--- src/mem_pkg.sv ---
package mem_pkg;

    localparam int OP_WD     = 4;
    localparam int STRB_WD   = 4;
    localparam int DATA_WD   = 32;
    localparam int OFFSET_WD = 2;   // byte offset inside a word

    localparam logic [OP_WD-1:0] OP_NONE = 4'd0;

    // loads
    localparam logic [OP_WD-1:0] OP_LB  = 4'd1;
    localparam logic [OP_WD-1:0] OP_LBU = 4'd2;
    localparam logic [OP_WD-1:0] OP_LH  = 4'd3;
    localparam logic [OP_WD-1:0] OP_LHU = 4'd4;
    localparam logic [OP_WD-1:0] OP_LW  = 4'd5;
    localparam logic [OP_WD-1:0] OP_LWL = 4'd6;
    localparam logic [OP_WD-1:0] OP_LWR = 4'd7;

    // stores
    localparam logic [OP_WD-1:0] OP_SB  = 4'd8;
    localparam logic [OP_WD-1:0] OP_SH  = 4'd9;
    localparam logic [OP_WD-1:0] OP_SW  = 4'd10;
    localparam logic [OP_WD-1:0] OP_SWL = 4'd11;
    localparam logic [OP_WD-1:0] OP_SWR = 4'd12;

    function automatic logic is_load(input logic [OP_WD-1:0] op);
        return op inside {OP_LB, OP_LBU, OP_LH, OP_LHU, OP_LW, OP_LWL, OP_LWR};
    endfunction

    function automatic logic is_store(input logic [OP_WD-1:0] op);
        return op inside {OP_SB, OP_SH, OP_SW, OP_SWL, OP_SWR};
    endfunction

endpackage

--- src/pipe_pkg.sv ---
package pipe_pkg;

    // flat stage bus widths
    localparam int M1_BUS_WD = 108;
    localparam int MS_BUS_WD = 109;
    localparam int WS_BUS_WD = 142;

    localparam int PC_WD   = 32;
    localparam int DEST_WD = 5;

    // low bit of each field on the es->m1s and m1s->ms buses
    localparam int PC_LO     = 0;
    localparam int RESULT_LO = 32;    // alu result, also the memory address
    localparam int DEST_LO   = 64;
    localparam int WE_LO     = 69;
    localparam int LOAD_LO   = 70;
    localparam int RT_LO     = 71;
    localparam int OP_LO     = 103;
    localparam int EX_LO     = 107;
    localparam int SFLOW_LO  = 108;   // ms bus only

    // ms->ws bus, pc up to we sit where they sit on the m1 bus
    localparam int WS_EX_LO   = 70;
    localparam int OFFSET_LO  = 71;
    localparam int RDATA_LO   = 73;
    localparam int WS_RT_LO   = 105;
    localparam int WS_OP_LO   = 137;
    localparam int WS_LOAD_LO = 141;

endpackage

--- src/load_align.sv ---
`timescale 1ns/1ps

module load_align (
    input  logic [mem_pkg::OP_WD-1:0]     mem_op,
    input  logic [mem_pkg::OFFSET_WD-1:0] offset,
    input  logic [mem_pkg::DATA_WD-1:0]   rdata,
    input  logic [mem_pkg::DATA_WD-1:0]   rt_value,
    output logic [mem_pkg::DATA_WD-1:0]   load_data
);

    logic [7:0]  byte_sel;
    logic [15:0] half_sel;

    assign byte_sel = rdata[{offset, 3'b000} +: 8];
    assign half_sel = offset[1] ? rdata[31:16] : rdata[15:0];

    always_comb begin
        case (mem_op)
            mem_pkg::OP_LB:  load_data = {{24{byte_sel[7]}}, byte_sel};
            mem_pkg::OP_LBU: load_data = {24'd0, byte_sel};
            mem_pkg::OP_LH:  load_data = {{16{half_sel[15]}}, half_sel};
            mem_pkg::OP_LHU: load_data = {16'd0, half_sel};
            mem_pkg::OP_LWL: begin
                // memory bytes 0..offset fill rt from the top
                case (offset)
                    2'd0:    load_data = {rdata[7:0], rt_value[23:0]};
                    2'd1:    load_data = {rdata[15:0], rt_value[15:0]};
                    2'd2:    load_data = {rdata[23:0], rt_value[7:0]};
                    default: load_data = rdata;
                endcase
            end
            mem_pkg::OP_LWR: begin
                // memory bytes offset..3 fill rt from the bottom
                case (offset)
                    2'd0:    load_data = rdata;
                    2'd1:    load_data = {rt_value[31:24], rdata[31:8]};
                    2'd2:    load_data = {rt_value[31:16], rdata[31:16]};
                    default: load_data = {rt_value[31:8], rdata[31:24]};
                endcase
            end
            default: load_data = rdata;   // lw
        endcase
    end

endmodule

--- src/mem1_stage.sv ---
`timescale 1ns/1ps

module mem1_stage (
    input  logic                           clk,
    input  logic                           reset,
    input  logic                           es_to_m1s_valid,
    input  logic [pipe_pkg::M1_BUS_WD-1:0] es_to_m1s_bus,
    input  logic                           ms_allowin,
    output logic                           m1s_allowin,
    output logic                           m1s_to_ms_valid,
    output logic [pipe_pkg::MS_BUS_WD-1:0] m1s_to_ms_bus,
    output logic                           data_req,
    output logic                           data_wr,
    output logic [mem_pkg::DATA_WD-1:0]    data_addr,
    output logic [mem_pkg::STRB_WD-1:0]    data_wstrb,
    output logic [mem_pkg::DATA_WD-1:0]    data_wdata
);

    logic                           m1s_valid;
    logic [pipe_pkg::M1_BUS_WD-1:0] m1s_bus_r;
    logic [mem_pkg::OP_WD-1:0]      m1s_op;
    logic                           m1s_ex;
    logic [mem_pkg::DATA_WD-1:0]    m1s_rt_value;
    logic [mem_pkg::DATA_WD-1:0]    m1s_addr;
    logic [mem_pkg::OFFSET_WD-1:0]  m1s_offset;
    logic                           m1s_access;
    logic                           m1s_store_flow;

    assign m1s_op       = m1s_bus_r[pipe_pkg::OP_LO +: mem_pkg::OP_WD];
    assign m1s_ex       = m1s_bus_r[pipe_pkg::EX_LO];
    assign m1s_rt_value = m1s_bus_r[pipe_pkg::RT_LO +: mem_pkg::DATA_WD];
    assign m1s_addr     = m1s_bus_r[pipe_pkg::RESULT_LO +: mem_pkg::DATA_WD];
    assign m1s_offset   = m1s_addr[mem_pkg::OFFSET_WD-1:0];

    // always ready once the item is held
    assign m1s_allowin     = !m1s_valid || ms_allowin;
    assign m1s_to_ms_valid = m1s_valid;

    always_ff @(posedge clk) begin
        if (reset) begin
            m1s_valid <= 1'b0;
        end else if (m1s_allowin) begin
            m1s_valid <= es_to_m1s_valid;
        end
    end

    always_ff @(posedge clk) begin
        if (es_to_m1s_valid && m1s_allowin) begin
            m1s_bus_r <= es_to_m1s_bus;
        end
    end

    // excepted items and non-loads never wait on the cache in mem
    assign m1s_access     = (m1s_op != mem_pkg::OP_NONE) && !m1s_ex;
    assign m1s_store_flow = !mem_pkg::is_load(m1s_op) || m1s_ex;
    assign m1s_to_ms_bus  = {m1s_store_flow, m1s_bus_r};

    // request goes out on the edge the item moves into mem
    assign data_req  = m1s_valid && ms_allowin && m1s_access;
    assign data_wr   = mem_pkg::is_store(m1s_op);
    assign data_addr = {m1s_addr[mem_pkg::DATA_WD-1:mem_pkg::OFFSET_WD],
                        {mem_pkg::OFFSET_WD{1'b0}}};

    always_comb begin
        data_wstrb = '0;   // loads write nothing
        data_wdata = '0;
        case (m1s_op)
            mem_pkg::OP_SB: begin
                data_wstrb = 4'b0001 << m1s_offset;
                data_wdata = {4{m1s_rt_value[7:0]}};
            end
            mem_pkg::OP_SH: begin
                data_wstrb = m1s_offset[1] ? 4'b1100 : 4'b0011;
                data_wdata = {2{m1s_rt_value[15:0]}};
            end
            mem_pkg::OP_SW: begin
                data_wstrb = 4'b1111;
                data_wdata = m1s_rt_value;
            end
            mem_pkg::OP_SWL: begin
                // upper bytes of rt land from byte 0 up to the offset
                data_wstrb = 4'b1111 >> (2'd3 - m1s_offset);
                data_wdata = m1s_rt_value >> {2'd3 - m1s_offset, 3'b000};
            end
            mem_pkg::OP_SWR: begin
                // lower bytes of rt land from the offset up to byte 3
                data_wstrb = 4'b1111 << m1s_offset;
                data_wdata = m1s_rt_value << {m1s_offset, 3'b000};
            end
            default: begin
            end
        endcase
    end

endmodule

--- src/mem_stage.sv ---
`timescale 1ns/1ps

module mem_stage (
    input  logic                           clk,
    input  logic                           reset,
    input  logic                           m1s_to_ms_valid,
    input  logic [pipe_pkg::MS_BUS_WD-1:0] m1s_to_ms_bus,
    input  logic                           ws_allowin,
    input  logic [mem_pkg::DATA_WD-1:0]    data_rdata,
    input  logic                           dcache_busy,
    output logic                           ms_allowin,
    output logic                           ms_to_ws_valid,
    output logic [pipe_pkg::WS_BUS_WD-1:0] ms_to_ws_bus,
    output logic                           ms_load_op,
    output logic [pipe_pkg::DEST_WD-1:0]   fwd_dest,
    output logic [mem_pkg::DATA_WD-1:0]    fwd_result
);

    logic                           ms_valid;
    logic                           ms_ready_go;
    logic [pipe_pkg::MS_BUS_WD-1:0] ms_bus_r;
    logic                           ms_store_flow;
    logic                           ms_ex;
    logic [mem_pkg::OP_WD-1:0]      ms_op;
    logic [mem_pkg::DATA_WD-1:0]    ms_rt_value;
    logic                           ms_load;
    logic                           ms_we;
    logic [pipe_pkg::DEST_WD-1:0]   ms_dest;
    logic [mem_pkg::DATA_WD-1:0]    ms_result;
    logic [pipe_pkg::PC_WD-1:0]     ms_pc;

    assign ms_store_flow = ms_bus_r[pipe_pkg::SFLOW_LO];
    assign ms_ex         = ms_bus_r[pipe_pkg::EX_LO];
    assign ms_op         = ms_bus_r[pipe_pkg::OP_LO +: mem_pkg::OP_WD];
    assign ms_rt_value   = ms_bus_r[pipe_pkg::RT_LO +: mem_pkg::DATA_WD];
    assign ms_load       = ms_bus_r[pipe_pkg::LOAD_LO];
    assign ms_we         = ms_bus_r[pipe_pkg::WE_LO];
    assign ms_dest       = ms_bus_r[pipe_pkg::DEST_LO +: pipe_pkg::DEST_WD];
    assign ms_result     = ms_bus_r[pipe_pkg::RESULT_LO +: mem_pkg::DATA_WD];
    assign ms_pc         = ms_bus_r[pipe_pkg::PC_LO +: pipe_pkg::PC_WD];

    assign ms_ready_go    = ms_store_flow || !dcache_busy;   // loads wait out the cache
    assign ms_allowin     = !ms_valid || (ms_ready_go && ws_allowin);
    assign ms_to_ws_valid = ms_valid && ms_ready_go;

    always_ff @(posedge clk) begin
        if (reset) begin
            ms_valid <= 1'b0;
        end else if (ms_allowin) begin
            ms_valid <= m1s_to_ms_valid;
        end
    end

    always_ff @(posedge clk) begin
        if (m1s_to_ms_valid && ms_allowin) begin
            ms_bus_r <= m1s_to_ms_bus;
        end
    end

    // read data and byte offset ride along for alignment in wb
    assign ms_to_ws_bus = {ms_load,
                           ms_op,
                           ms_rt_value,
                           data_rdata,
                           ms_result[mem_pkg::OFFSET_WD-1:0],
                           ms_ex,
                           ms_we,
                           ms_dest,
                           ms_result,
                           ms_pc};

    assign ms_load_op = ms_valid && ms_load;
    assign fwd_dest   = ms_dest & {pipe_pkg::DEST_WD{ms_to_ws_valid}};
    assign fwd_result = ms_result;   // alu value, load data not merged yet

endmodule

--- src/mem_subsystem.sv ---
`timescale 1ns/1ps

module mem_subsystem (
    input  logic                           clk,
    input  logic                           reset,
    input  logic                           es_to_m1s_valid,
    input  logic [pipe_pkg::M1_BUS_WD-1:0] es_to_m1s_bus,
    output logic                           m1s_allowin,
    output logic                           data_req,
    output logic                           data_wr,
    output logic [mem_pkg::DATA_WD-1:0]    data_addr,
    output logic [mem_pkg::STRB_WD-1:0]    data_wstrb,
    output logic [mem_pkg::DATA_WD-1:0]    data_wdata,
    input  logic [mem_pkg::DATA_WD-1:0]    data_rdata,
    input  logic                           dcache_busy,
    input  logic                           retire_ready,
    output logic                           rf_we,
    output logic [pipe_pkg::DEST_WD-1:0]   rf_waddr,
    output logic [mem_pkg::DATA_WD-1:0]    rf_wdata,
    output logic [pipe_pkg::PC_WD-1:0]     retire_pc,
    output logic                           ms_load_op,
    output logic [pipe_pkg::DEST_WD-1:0]   fwd_dest,
    output logic [mem_pkg::DATA_WD-1:0]    fwd_result
);

    logic                           m1s_to_ms_valid;
    logic [pipe_pkg::MS_BUS_WD-1:0] m1s_to_ms_bus;
    logic                           ms_allowin;
    logic                           ms_to_ws_valid;
    logic [pipe_pkg::WS_BUS_WD-1:0] ms_to_ws_bus;
    logic                           ws_allowin;

    mem1_stage u_mem1_stage (
        .clk             (clk),
        .reset           (reset),
        .es_to_m1s_valid (es_to_m1s_valid),
        .es_to_m1s_bus   (es_to_m1s_bus),
        .ms_allowin      (ms_allowin),
        .m1s_allowin     (m1s_allowin),
        .m1s_to_ms_valid (m1s_to_ms_valid),
        .m1s_to_ms_bus   (m1s_to_ms_bus),
        .data_req        (data_req),
        .data_wr         (data_wr),
        .data_addr       (data_addr),
        .data_wstrb      (data_wstrb),
        .data_wdata      (data_wdata)
    );

    mem_stage u_mem_stage (
        .clk             (clk),
        .reset           (reset),
        .m1s_to_ms_valid (m1s_to_ms_valid),
        .m1s_to_ms_bus   (m1s_to_ms_bus),
        .ws_allowin      (ws_allowin),
        .data_rdata      (data_rdata),
        .dcache_busy     (dcache_busy),
        .ms_allowin      (ms_allowin),
        .ms_to_ws_valid  (ms_to_ws_valid),
        .ms_to_ws_bus    (ms_to_ws_bus),
        .ms_load_op      (ms_load_op),
        .fwd_dest        (fwd_dest),
        .fwd_result      (fwd_result)
    );

    wb_stage u_wb_stage (
        .clk            (clk),
        .reset          (reset),
        .ms_to_ws_valid (ms_to_ws_valid),
        .ms_to_ws_bus   (ms_to_ws_bus),
        .retire_ready   (retire_ready),
        .ws_allowin     (ws_allowin),
        .rf_we          (rf_we),
        .rf_waddr       (rf_waddr),
        .rf_wdata       (rf_wdata),
        .retire_pc      (retire_pc)
    );

endmodule

--- src/wb_stage.sv ---
`timescale 1ns/1ps

module wb_stage (
    input  logic                           clk,
    input  logic                           reset,
    input  logic                           ms_to_ws_valid,
    input  logic [pipe_pkg::WS_BUS_WD-1:0] ms_to_ws_bus,
    input  logic                           retire_ready,
    output logic                           ws_allowin,
    output logic                           rf_we,
    output logic [pipe_pkg::DEST_WD-1:0]   rf_waddr,
    output logic [mem_pkg::DATA_WD-1:0]    rf_wdata,
    output logic [pipe_pkg::PC_WD-1:0]     retire_pc
);

    logic                           ws_valid;
    logic                           ws_leave;
    logic [pipe_pkg::WS_BUS_WD-1:0] ws_bus_r;
    logic                           ws_load;
    logic [mem_pkg::OP_WD-1:0]      ws_op;
    logic [mem_pkg::DATA_WD-1:0]    ws_rt_value;
    logic [mem_pkg::DATA_WD-1:0]    ws_rdata;
    logic [mem_pkg::OFFSET_WD-1:0]  ws_offset;
    logic                           ws_ex;
    logic                           ws_we;
    logic [pipe_pkg::DEST_WD-1:0]   ws_dest;
    logic [mem_pkg::DATA_WD-1:0]    ws_result;
    logic [pipe_pkg::PC_WD-1:0]     ws_pc;
    logic [mem_pkg::DATA_WD-1:0]    ws_load_data;

    assign ws_load     = ws_bus_r[pipe_pkg::WS_LOAD_LO];
    assign ws_op       = ws_bus_r[pipe_pkg::WS_OP_LO +: mem_pkg::OP_WD];
    assign ws_rt_value = ws_bus_r[pipe_pkg::WS_RT_LO +: mem_pkg::DATA_WD];
    assign ws_rdata    = ws_bus_r[pipe_pkg::RDATA_LO +: mem_pkg::DATA_WD];
    assign ws_offset   = ws_bus_r[pipe_pkg::OFFSET_LO +: mem_pkg::OFFSET_WD];
    assign ws_ex       = ws_bus_r[pipe_pkg::WS_EX_LO];
    assign ws_we       = ws_bus_r[pipe_pkg::WE_LO];
    assign ws_dest     = ws_bus_r[pipe_pkg::DEST_LO +: pipe_pkg::DEST_WD];
    assign ws_result   = ws_bus_r[pipe_pkg::RESULT_LO +: mem_pkg::DATA_WD];
    assign ws_pc       = ws_bus_r[pipe_pkg::PC_LO +: pipe_pkg::PC_WD];

    assign ws_leave   = ws_valid && retire_ready;   // commit back-pressure
    assign ws_allowin = !ws_valid || retire_ready;

    always_ff @(posedge clk) begin
        if (reset) begin
            ws_valid <= 1'b0;
        end else if (ws_allowin) begin
            ws_valid <= ms_to_ws_valid;
        end
    end

    always_ff @(posedge clk) begin
        if (ms_to_ws_valid && ws_allowin) begin
            ws_bus_r <= ms_to_ws_bus;
        end
    end

    load_align u_load_align (
        .mem_op    (ws_op),
        .offset    (ws_offset),
        .rdata     (ws_rdata),
        .rt_value  (ws_rt_value),
        .load_data (ws_load_data)
    );

    // r0 is never written
    assign rf_we     = ws_leave && ws_we && (ws_dest != '0) && !ws_ex;
    assign rf_waddr  = ws_dest;
    assign rf_wdata  = ws_load ? ws_load_data : ws_result;
    assign retire_pc = ws_pc;

endmodule
--- config.mk ---
export PLATFORM = sky130hd
export DESIGN_NAME = mem_subsystem
export DESIGN_NICKNAME = d
export VERILOG_FILES = /design/src/mem_pkg.sv /design/src/pipe_pkg.sv /design/src/load_align.sv /design/src/mem1_stage.sv /design/src/mem_stage.sv /design/src/mem_subsystem.sv /design/src/wb_stage.sv
export SDC_FILE = /design/constraint.sdc
export NUM_CORES = 1
export LEC_CHECK = 0
export BUFFER_PORTS_ARGS = -buffer_cell sky130_fd_sc_hd__buf_2
export CORE_ASPECT_RATIO = 0.9
export CORE_MARGIN = 5
export CORE_UTILIZATION = 40
export CTS_BUF_LIST = sky130_fd_sc_hd__clkbuf_4 sky130_fd_sc_hd__clkbuf_8
export CTS_CLUSTER_DIAMETER = 120
export DETAILED_ROUTE_END_ITERATION = 8
export PLACE_DENSITY = 0.6
export REMOVE_ABC_BUFFERS = 1
export SLEW_MARGIN = 20
export SYNTH_ARGS = -nofsm -noshare
export SYNTH_HDL_FRONTEND = slang
export SYNTH_SLANG_ARGS = --single-unit
--- constraint.sdc ---
create_clock -name clk -period 14.08 [get_ports clk]
set_clock_uncertainty 0.2 [all_clocks]
set_input_delay 0 -clock clk [delete_from_list [all_inputs] [get_ports clk]]
set_output_delay 0 -clock clk [all_outputs]
set_load 0.01 [all_outputs]
==> impl_metrics.env, run 1 <==
export IMPL_status="completed"
export IMPL_via_per_inst=5.112
export IMPL_pre_cts_slack_ns=10.94
export IMPL_ant_nets=0
export IMPL_setup_tns_ns=0
export IMPL_power_switching_share=0.2337
export IMPL_setup_viol=0
export IMPL_p_leak_nw=8.074
export IMPL_path_class="reg2out"
export IMPL_placementRows=68
export IMPL_ys_flop_type="edfxtp_1"
export IMPL_numCtsBuffers=59
export IMPL_drtPass1Iterations=5
export IMPL_crit_chain="inv_1 > a21oi_1 > nor2_1 > a22o_1 > buf_2"
export IMPL_finalWirelength_um=44950
export IMPL_yosys_warnings=0
export IMPL_grt_pass1_vias=11240
export IMPL_post_drt_wl_per_cell_um=21.09
export IMPL_initial_core_util=0.4061
export IMPL_gr_total_overflow=0
export IMPL_first_iter_violations=763
export IMPL_synthCells=1031
export IMPL_finalPower_mw=2.504
export IMPL_critical_path_max_fanout=21
export IMPL_grt_total_usage=0.2027
export IMPL_globalplace_congestion=0.8376
export IMPL_hold_path_class="reg2reg"
export IMPL_cts_root_buf="clkbuf_8"
export IMPL_stdcell_count=2131
export IMPL_p_int_mw=1.919
export IMPL_ir_drop_v=0.0001007
export IMPL_grt_start_max_net_pins=77
export IMPL_clkSlewWorstSetupHoldPaths_ns=0.06
export IMPL_switchingPower_mw=0.5851
export IMPL_synth_enable_flop_cells=357
export IMPL_clkLatencyLatePin_ns=0.66
export IMPL_cp_data_arrival_time_ns=3.31
export IMPL_maxCapViolCount=0
export IMPL_worst_pin_slew_ns=1.080
export IMPL_die_area_um2=43190
export IMPL_synth_common_cells="357 x edfxtp_1, 105 x buf_4, 73 x mux2i_1, 68 x nor2_1, 42 x nand2_1"
export IMPL_period_share=0.2490
export IMPL_syn2layout_area_growth_pct=35.61
export IMPL_hold_slack_ns=0.2132
export IMPL_hpwl_um=27710
export IMPL_hold_viol_final=0
export IMPL_via_count=10893
export IMPL_core_area_um2=38540
export IMPL_cts_tree="done"
export IMPL_antenna_found_initial=1
export IMPL_combPwrFrac=0.093
export IMPL_synth_area_leaders="edfxtp_1 68%, buf_4 5.0%, mux2i_1 4.7%"
export IMPL_die_w_um=218.5
export IMPL_synth_seq_cells=360
export IMPL_io_pins=324
export IMPL_final_util=0.5507
export IMPL_timing_fmax_ghz=0.2852
export IMPL_syn_avg_cell_area_um2=15.18
export IMPL_nFillCells=3078
export IMPL_drv_slew=0
export IMPL_clock_power_share=0.402
export IMPL_synth_distinct_cells=61
export IMPL_post_cts_resize_count=0
export IMPL_end_kind="output port"
export IMPL_yosysMostFrequentCell="edfxtp_1"
export IMPL_start_kind="register"
export IMPL_ctsHtreeMaxLevel=2
export IMPL_chipHeight_um=197.7
export IMPL_fin_nets=1702
export IMPL_drive_gt1_frac=0.3090
export IMPL_synth_top_area_share=0.6849
export IMPL_relSlewSlack=0.2786
export IMPL_power_frac_seq=0.505
export IMPL_power_density_nw_per_um2=118.0
export IMPL_syn_area_um2=15650
export IMPL_rsz0062_at_grt="no"
export IMPL_worst_slack_ns=10.57
export IMPL_clk_path_buf_depth=3
export IMPL_drc=0
export IMPL_crit_required_ns=13.88
export IMPL_yosysSeqAreaShare=0.6887
export IMPL_post_route_min_period_ns=3.507
export IMPL_synth_top_area_cell="edfxtp_1"
export IMPL_post_cts_buffers=0
export IMPL_critPathSlowestCell="edfxtp_1"
export IMPL_port_buffers=321
export IMPL_async_reset_ff_frac=0
export IMPL_clkSinkCount=360
export IMPL_fin_area_um2=21230
export IMPL_grt_pass1_wl_um=67560
export IMPL_numPlacedInstances=1733
export IMPL_max_stage_delay_ns=0.72
export IMPL_dpl_cell_area_um2=17040
[path summary, 6_finish.rpt]
check	endpoint	cells past startpoint	slack [ns]	from
min reg2reg	u_wb_stage.ws_bus_r[118]	0	0.21	u_mem_stage.ms_bus_r[84]
max reg2reg	u_mem1_stage.m1s_bus_r[43]	5	10.86	u_mem_stage.ms_bus_r[108]
min	u_wb_stage.ws_bus_r[118]	0	0.21	u_mem_stage.ms_bus_r[84]
max	data_wdata[4]	5	10.57	u_mem1_stage.m1s_bus_r[104]
[sequential cells by signal, indices dropped and copies added (netlist names)]
name / flops
u_mem1_stage.m1s_bus_r: 108
u_mem1_stage.m1s_to_ms_valid: 1
u_mem_stage.ms_bus_r: 109
u_mem_stage.ms_valid: 1
u_wb_stage.ws_bus_r: 140
u_wb_stage.ws_valid: 1
[power by group through the flow]
stage	logic (mW)	clock network (mW)	registers [mW]
finish	0.233	1.01	1.26
global placement	0.167	0	1.29
global route	0.250	1.09	1.27
CTS	0.231	1.03	1.26
floorplan	0.0781	0	1.29
detailed placement	0.169	0	1.29
[critical path, delay by kind of cell, from the launching register on]
family                 cells  cell delay [ns]
DFF                        1             0.72
and+or+nand+nor            1             0.66
AOI/OAI and AO/OA          2             0.44
buffers and inverters      2             0.83
[cell usage in the layout, fill, tap and decap left out, types with 12 or more instances in the layout]
cell,instances
clkinv_2,14
o2bb2ai_1,12
a221oi_1,14
buf_4,16
a22oi_1,32
edfxtp_1,357
mux2_2,17
dlygate4sd3_1,288
mux4_2,16
nand2b_1,15
a31oi_1,12
clkbuf_4,15
nand2_1,42
o22ai_1,15
a22o_1,15
o21ai_0,33
nor2_1,67
clkbuf_8,59
mux2i_1,73
buf_2,321
a21oi_1,29
[cell type report]
type	count	area, µm²	area share
sequential	360	10780	0.5079
timing repair buffer	625	4609	0.2172
multi-input combinational	500	3837	0.1808
clock buffer	74	924.6	0.04356
tap	525	656.9	0.03095
clock inverter	35	374.1	0.01762
inverter	11	41.29	0.001945
antenna	1	2.502	0.0001179
[kinds of logic (layout without fill, tap and decap cells)]
family,count (synthesis),in the layout,synth area share
compound gates,225,225,0.1081
xor+xnor,2,2,0.001119
buf+inv,172,745,0.06994
flops,360,360,0.6887
mux,106,106,0.08193
other cells,1,3,0.0002396
simple gates,165,165,0.04996
[metal layers]
layer / track usage / wire [µm]
met3: 0.05425 / 3755
met5: 0 / 0
met4: 0.05814 / 925
met2: 0.3268 / 21360
met1: 0.2731 / 18910
[repair_timing]
action | 4_1_cts | 5_1_grt
setup endpoints to repair | 0 | 0
hold buffers | 288 | 0
hold endpoints to repair | 180 | 0
Note: power is estimated with default switching activity, not from simulation.
==> run 2: changes to the inputs <==
- PLACE_DENSITY: 0.6 -> 0.63
- clock period: 14.08 -> 3.1 ns (I/O delays scaled with it)
==> run 2 against run 1 <==
  * Sequential share of layout area is 1.2 points lower
  * Combinational power increased to 4.8 times the previous value
  * Flip-flop and latch count unchanged
  * Via count grew 2.8%
  * Hold slack got worse by 0.022 ns
  * Die area unchanged
  * Critical path depth grew 2
  * Total power increased to 4.6 times the previous value
  * Critical path type unchanged
  * Largest cell class unchanged
==> impl_metrics.env, run 2 (synthesis gave the netlist of run 1 again) <==
export IMPL_status="completed"
export IMPL_placementRows=68
export IMPL_critPathSlowestCell="edfxtp_1"
export IMPL_ctsHtreeMaxLevel=2
export IMPL_highest_layer="met4"
export IMPL_grt_total_usage=0.2083
export IMPL_r2r_end="u_mem1_stage.m1s_bus_r[53]"
export IMPL_top_register="u_wb_stage.ws_bus_r"
export IMPL_ir_drop_v=0.0005512
export IMPL_drc=0
export IMPL_combPwrFrac=0.097
export IMPL_core_area_um2=38540
export IMPL_finalWirelength_um=46380
export IMPL_first_iter_violations=909
export IMPL_power_switching_share=0.2298
export IMPL_initial_core_util=0.4061
export IMPL_reg2reg_depth=6
export IMPL_post_route_min_period_ns=3.055
export IMPL_r2r_start="u_mem_stage.ms_bus_r[108]"
export IMPL_grt_pass1_wl_um=69140
export IMPL_numPlacedInstances=1757
export IMPL_maxCapViolCount=0
export IMPL_post_drt_wl_per_cell_um=21.34
export IMPL_cp_data_arrival_time_ns=2.85
export IMPL_chipHeight_um=197.7
export IMPL_die_area_um2=43190
export IMPL_gr_total_overflow=0
export IMPL_globalplace_congestion=0.8396
export IMPL_clkSlewWorstSetupHoldPaths_ns=0.06
export IMPL_wl_met1_um=18050
export IMPL_io_pins=324
export IMPL_stdcell_count=2173
export IMPL_end_kind="output port"
export IMPL_p_int_mw=8.840
export IMPL_final_cell_mix="357 x edfxtp_1, 321 x buf_2, 289 x dlygate4sd3_1, 73 x mux2i_1, 67 x nor2_1"
export IMPL_crit_top_cell="buf_4"
export IMPL_setup_viol=0
export IMPL_startpoint="u_wb_stage.ws_bus_r[137]"
export IMPL_drv_slew=0
export IMPL_numCtsBuffers=58
export IMPL_via_per_inst=5.151
export IMPL_wl_met3_um=4241
export IMPL_die_w_um=218.5
export IMPL_cts_tree="done"
export IMPL_crit_end="rf_wdata[2]"
export IMPL_largest_reg_flops=140
export IMPL_route_met2_wl_um=22860
export IMPL_clkSinkCount=360
export IMPL_critical_path_max_fanout=6
export IMPL_final_util=0.5643
export IMPL_reg_largest_list="u_wb_stage.ws_bus_r (140), u_mem_stage.ms_bus_r (109), u_mem1_stage.m1s_bus_r (108)"
export IMPL_clkLatencyLatePin_ns=0.66
export IMPL_final_common_cell="edfxtp_1"
export IMPL_hpwl_um=29390
export IMPL_clock_power_share=0.403
export IMPL_grt_start_max_net_pins=72
export IMPL_worst_pin_slew_ns=0.8008
export IMPL_nFillCells=3070
export IMPL_period_share=0.9855
export IMPL_via_count=11194
export IMPL_crit_chain="buf_4 > nor4b_4 > a31oi_1 > buf_4 > o221a_2 > a221oi_2 > buf_2"
export IMPL_cts_root_buf="clkbuf_8"
export IMPL_port_buffers=321
export IMPL_p_leak_nw=8.356
export IMPL_drtPass1Iterations=5
export IMPL_start_kind="register"
export IMPL_clk_path_buf_depth=3
export IMPL_fin_nets=1744
export IMPL_hold_viol_final=0
export IMPL_hold_path_depth=0
export IMPL_hold_path_class="reg2reg"
export IMPL_grt_pass1_vias=11712
export IMPL_max_stage_delay_ns=0.48
export IMPL_rsz0062_at_grt="yes"
export IMPL_crit_required_ns=2.90
export IMPL_power_frac_seq=0.500
export IMPL_power_density_nw_per_um2=527.7
export IMPL_relSlewSlack=0.4661
export IMPL_ant_nets=0
export IMPL_syn2layout_area_growth_pct=38.95
export IMPL_timing_fmax_ghz=0.3273
export IMPL_hold_slack_ns=0.1915
export IMPL_switchingPower_mw=2.637
export IMPL_drive_gt1_frac=0.3325
export IMPL_path_class="reg2out"
export IMPL_antenna_found_initial=0
export IMPL_antenna_cells=0
export IMPL_reg2reg_slack_ns=0.40
[run 2: cell types whose count changed in the layout (fill, tap and decap cells not counted), sizes merged, moves of 2 or more]
cell,change
clkbuf,+8
buf,+42
clkinv,-5
inv,-2
[run 2: worst min path at each step]
stage | startpoint | end | slack, ns
after CTS | u_mem_stage.ms_bus_r[76] | u_wb_stage.ws_bus_r[110] | 0.18
after floorplan | reset | u_mem1_stage.m1s_to_ms_valid | -0.13
after global routing | u_mem1_stage.m1s_bus_r[67] | u_mem_stage.ms_bus_r[67] | 0.21
after global placement | es_to_m1s_bus[3] | u_mem1_stage.m1s_bus_r[3] | -0.02
final | u_mem_stage.ms_bus_r[76] | u_wb_stage.ws_bus_r[110] | 0.19
after detailed placement | es_to_m1s_bus[3] | u_mem1_stage.m1s_bus_r[3] | -0.02
[run 2: final cells by class]
type                    count  area (µm²)  share of cell area
repair buffers            668        5046              0.2320
multi-input cells         500        3901              0.1794
inverters                  11       41.29            0.001899
well taps                 525       656.9             0.03020
flip-flops and latches    360       10780              0.4957
clock inverters            27       331.6             0.01525
clock buffers              82       991.0             0.04556
[run 2: timing repair]
action	4_1_cts	5_1_grt
endpoints found under the setup margin	21	17
gates resized for setup	4	11
hold buffers	289	0
hold endpoints to repair	266	0
pin swaps	1	2
setup buffers	11	7
[run 2: worst max-delay path, delay by kind of cell (launching register included)]
kind / cells / cell delay, ns
AOI/OAI and AO/OA: 3 / 0.74
buffers and inverters: 3 / 0.63
DFF: 1 / 0.48
and+or+nand+nor: 1 / 0.35
[run 2: metrics by stage]
step | setup WS [ns] | setup TNS [ns] | power (mW) | area, µm²
after floorplan | -3.639 | -904.16 | 6.228 | 14600
after global placement | 0.5311 | 0 | 6.620 | 17320
after detailed placement | 0.4765 | 0 | 6.641 | 17320
after CTS | -0.01626 | -0.02777 | 11.57 | 21640
after global routing | -0.04869 | -0.1161 | 11.96 | 21750
final | 0.04505 | 0 | 11.48 | 21750
[run 2: layer usage]
| layer | global-route usage | vias to the layer above |
|---|---|---|
| met5 | 0 | - |
| met4 | 0.06953 | 0 |
| met3 | 0.05977 | 95 |
| met2 | 0.3484 | 516 |
| met1 | 0.2627 | 5493 |
| li1 | - | 5090 |
[run 2: power groups by stage]
stage               logic [mW]  registers [mW]  clock network, mW
floorplan                0.355            5.87                  0
global placement         0.786            5.83                  0
detailed placement       0.799            5.84                  0
CTS                       1.09            5.74               4.74
global route              1.20            5.76               4.99
finish                    1.11            5.74               4.62
==> run 3: changes to the inputs <==
--- a/config.mk
+++ b/config.mk
@@ -10,3 +10,3 @@
 export CORE_MARGIN = 5
-export CORE_UTILIZATION = 40
+export CORE_UTILIZATION = 50
 export CTS_BUF_LIST = sky130_fd_sc_hd__clkbuf_4 sky130_fd_sc_hd__clkbuf_8
@@ -14,3 +14,3 @@
 export DETAILED_ROUTE_END_ITERATION = 8
-export PLACE_DENSITY = 0.63
+export PLACE_DENSITY = 0.75
 export REMOVE_ABC_BUFFERS = 1
@@ -19,2 +19,3 @@
 export SYNTH_HDL_FRONTEND = slang
+export SYNTH_HIERARCHICAL = 1
 export SYNTH_SLANG_ARGS = --single-unit
==> constraint.sdc (replaced) <==
create_clock -name clk -period 3.1 [get_ports clk]
set_clock_uncertainty 0.2 [all_clocks]
set_input_delay 0.31 -clock clk [delete_from_list [all_inputs] [get_ports clk]]
set_output_delay 0.31 -clock clk [all_outputs]
set_load 0.01 [all_outputs]
==> run 3 against run 2 <==
  * The run now ends with setup timing left
  * First-iteration DRC count shrank 8.6%
  * Routed wire length grew 0.52%
  * Via count shrank 1.4%
  * Global-route usage grew 2.0 points
  * Count of clock-buffer cells in the layout shrank 14
  * Core utilization grew 6.9 points
  * Largest cell class unchanged
  * Combinational power shrank 8%
  * Total power shrank 5.0%
  * Clock power shrank 12%
  * Synthesized area grew 10%
==> impl_metrics.env, run 3 <==
export IMPL_status="complete, but fails checks"
export IMPL_violations="setup timing"
export IMPL_synth_simple_area_share=0.06000
export IMPL_power_switching_share=0.2393
export IMPL_path_class="reg2out"
export IMPL_worst_pin_slew_ns=0.7011
export IMPL_grt_start_max_net_pins=60
export IMPL_fin_nets=1653
export IMPL_critical_path_max_fanout=5
export IMPL_synth_area_leaders="edfxtp_1 63%, buf_4 11%, mux2i_1 3.7%"
export IMPL_dpl_cell_area_um2=17570
export IMPL_async_reset_ff_frac=0
export IMPL_numPlacedInstances=1703
export IMPL_p_int_mw=8.293
export IMPL_power_frac_seq=0.533
export IMPL_largest_reg_flops=142
export IMPL_placementRows=64
export IMPL_synth_common_cells="359 x edfxtp_1, 252 x buf_4, 64 x mux2i_1, 45 x a21oi_1, 33 x nor2_1"
export IMPL_drive_gt1_frac=0.4180
export IMPL_core_area_um2=34030
export IMPL_period_share=1.097
export IMPL_grt_total_usage=0.2285
export IMPL_post_drt_wl_per_cell_um=23.09
export IMPL_clock_power_share=0.374
export IMPL_clk_path_buf_depth=3
export IMPL_antenna_found_initial=2
export IMPL_cp_data_arrival_time_ns=2.89
export IMPL_stdcell_count=2019
export IMPL_grt_pass1_wl_um=67040
export IMPL_io_pins=324
export IMPL_drtPass1Iterations=5
export IMPL_gr_total_overflow=0
export IMPL_yosysMostFrequentCell="edfxtp_1"
export IMPL_setup_viol=32
export IMPL_die_w_um=205.8
export IMPL_synthCells=1192
export IMPL_first_iter_violations=831
export IMPL_chipHeight_um=186.2
export IMPL_relSlewSlack=0.5326
export IMPL_timing_fmax_ghz=0.2941
export IMPL_reg_largest_list="u_wb_stage/ws_bus_r (142), u_mem_stage/ms_bus_r (109), u_mem1_stage/m1s_bus_r (108)"
export IMPL_crit_required_ns=2.59
export IMPL_die_area_um2=38310
export IMPL_rsz0062_at_grt="yes"
export IMPL_p_leak_nw=8.302
export IMPL_crit_top_cell="buf_6"
export IMPL_crit_chain="buf_6 > or3b_1 > o22a_1 > and3_4 > o32a_1 > mux2_4 > buf_6"
export IMPL_worst_slack_ns=-0.2997
export IMPL_synth_top_area_cell="edfxtp_1"
export IMPL_cts_tree="done"
export IMPL_synth_xor_area_share=0.001016
export IMPL_hpwl_um=28090
export IMPL_initial_core_util=0.5068
export IMPL_synthAdderAreaFrac=0
export IMPL_hold_path_class="in2reg"
export IMPL_drv_slew=0
export IMPL_yosysSeqAreaShare=0.6286
export IMPL_fin_area_um2=21570
export IMPL_synth_top_area_share=0.6251
export IMPL_max_stage_delay_ns=0.43
export IMPL_post_route_min_period_ns=3.400
export IMPL_ctsHtreeMaxLevel=2
export IMPL_pre_cts_slack_ns=0.09391
export IMPL_grt_pass1_vias=11432
export IMPL_synth_seq_cells=362
export IMPL_clkSlewWorstSetupHoldPaths_ns=0.07
export IMPL_maxCapViolCount=0
export IMPL_switchingPower_mw=2.608
export IMPL_setup_tns_ns=-4.148
export IMPL_finalWirelength_um=46630
export IMPL_port_buffers=321
export IMPL_synth_distinct_cells=76
export IMPL_end_kind="output port"
export IMPL_ir_drop_v=0.0005431
export IMPL_power_density_nw_per_um2=505.4
export IMPL_via_count=11036
export IMPL_critPathTopFamily="compound AO/OA/AOI/OAI gates"
export IMPL_via_per_inst=5.466
export IMPL_clkSinkCount=362
export IMPL_hold_viol_final=0
export IMPL_synth_top_family_by_area="buffers and inverters"
export IMPL_cts_root_buf="clkbuf_8"
export IMPL_synth_compound_area_frac=0.08372
export IMPL_combPwrFrac=0.093
export IMPL_path_buf_inv=2
export IMPL_syn_area_um2=17250
export IMPL_numCtsBuffers=57
export IMPL_drc=0
export IMPL_final_common_cell="edfxtp_1"
export IMPL_start_kind="register"
export IMPL_synth_enable_flop_cells=359
export IMPL_yosys_warnings=6
export IMPL_synthMuxAreaShare=0.09286
export IMPL_syn2layout_area_growth_pct=25.06
export IMPL_ys_flop_type="edfxtp_1"
export IMPL_final_util=0.6338
export IMPL_final_cell_mix="359 x edfxtp_1, 292 x buf_2, 145 x dlygate4sd3_1, 60 x mux2i_1, 57 x clkbuf_8"
export IMPL_critPathSlowestCell="edfxtp_1"
export IMPL_clkLatencyLatePin_ns=0.62
export IMPL_globalplace_congestion=0.8798
export IMPL_ant_nets=0
export IMPL_syn_avg_cell_area_um2=14.47
export IMPL_top_register="u_wb_stage/ws_bus_r"
run 3: changes by cell type after synthesis, sizes merged, moves of 11 or more:
| cell | change |
|---|---|
| a221o | +12 |
| a21oi | +14 |
| o22ai | -14 |
| nor2b | +12 |
| a221oi | -24 |
| a22oi | -23 |
| nand3b | +11 |
| buf | +162 |
| nand3 | +19 |
| mux2 | +34 |
| nor2 | -34 |
| clkbuf | -14 |
run 3: power by group through the flow:
| stage | combinational, mW | sequential (mW) | clock [mW] |
|---|---|---|---|
| after global routing | 1.08 | 5.83 | 4.41 |
| after CTS | 0.955 | 5.81 | 4.11 |
| after detailed placement | 0.749 | 5.92 | 0 |
| final | 1.02 | 5.81 | 4.07 |
| after global placement | 0.731 | 5.90 | 0 |
| after floorplan | 0.333 | 5.95 | 0 |
run 3: tightest hold or removal path: cells and delay by family:
family	cells	cell delay [ns]
and+or+nand+nor	1	0.16
buffers and inverters	2	0.30
run 3: worst paths after layout:
path / slack, ns / start / endpoint / cells past startpoint
min reg2reg: 0.22 / u_mem_stage/ms_bus_r[74] / u_wb_stage/ws_bus_r[108] / 0
max: -0.30 / u_wb_stage/ws_bus_r[71] / rf_wdata[12] / 7
max reg2reg: 0.97 / u_wb_stage/ws_valid / u_mem1_stage/m1s_bus_r[4] / 6
min: 0.16 / es_to_m1s_valid / u_mem1_stage/m1s_bus_r[105] / 3
run 3: cell families (layout without fill, tap and decap cells):
logic type             after synthesis  after routing
AO/OA/AOI/OAI                      198            198
XOR/XNOR                             2              2
buffers and inverters              320            682
flip-flops                         362            362
multiplexers                       127            127
other                                1              4
AND/OR/NAND/NOR                    182            182
run 3: what timing repair did:
item | 4_1_cts | 5_1_grt
endpoints found under the setup margin | 47 | 55
hold endpoints to repair | 143 | 0
setup buffers | 43 | 17
resized for setup | 87 | 84
pin swaps | 32 | 27
gates cloned | 2 | 2
hold buffers | 145 | 0
run 3: layout make-up:
type / count / area (µm²)
antenna: 2 / 5.005
clock buffer: 68 / 867.1
clock inverter: 38 / 257.7
fill: 2415 / 12460
inverter: 11 / 41.29
multi-input combinational: 511 / 4621
sequential: 362 / 10840
tap: 462 / 578.1
timing repair buffer: 565 / 4358
run 3: per-stage QoR:
step / hold WS (ns) / power [mW]
floorplan: 0.1779 / 6.282
global placement: 0.2006 / 6.634
detailed placement: 0.2045 / 6.665
CTS: 0.1159 / 10.88
global route: 0.1450 / 11.32
finish: 0.1563 / 10.90
run 3: metal layers:
| layer | wire length, µm | part of all wire | GRT usage |
|---|---|---|---|
| met1 | 17890 | 0.38 | 0.2856 |
| met2 | 23510 | 0.50 | 0.3891 |
| met3 | 4178 | 0.090 | 0.06779 |
| met4 | 1051 | 0.023 | 0.07025 |
| met5 | 0 | 0 | 0 |
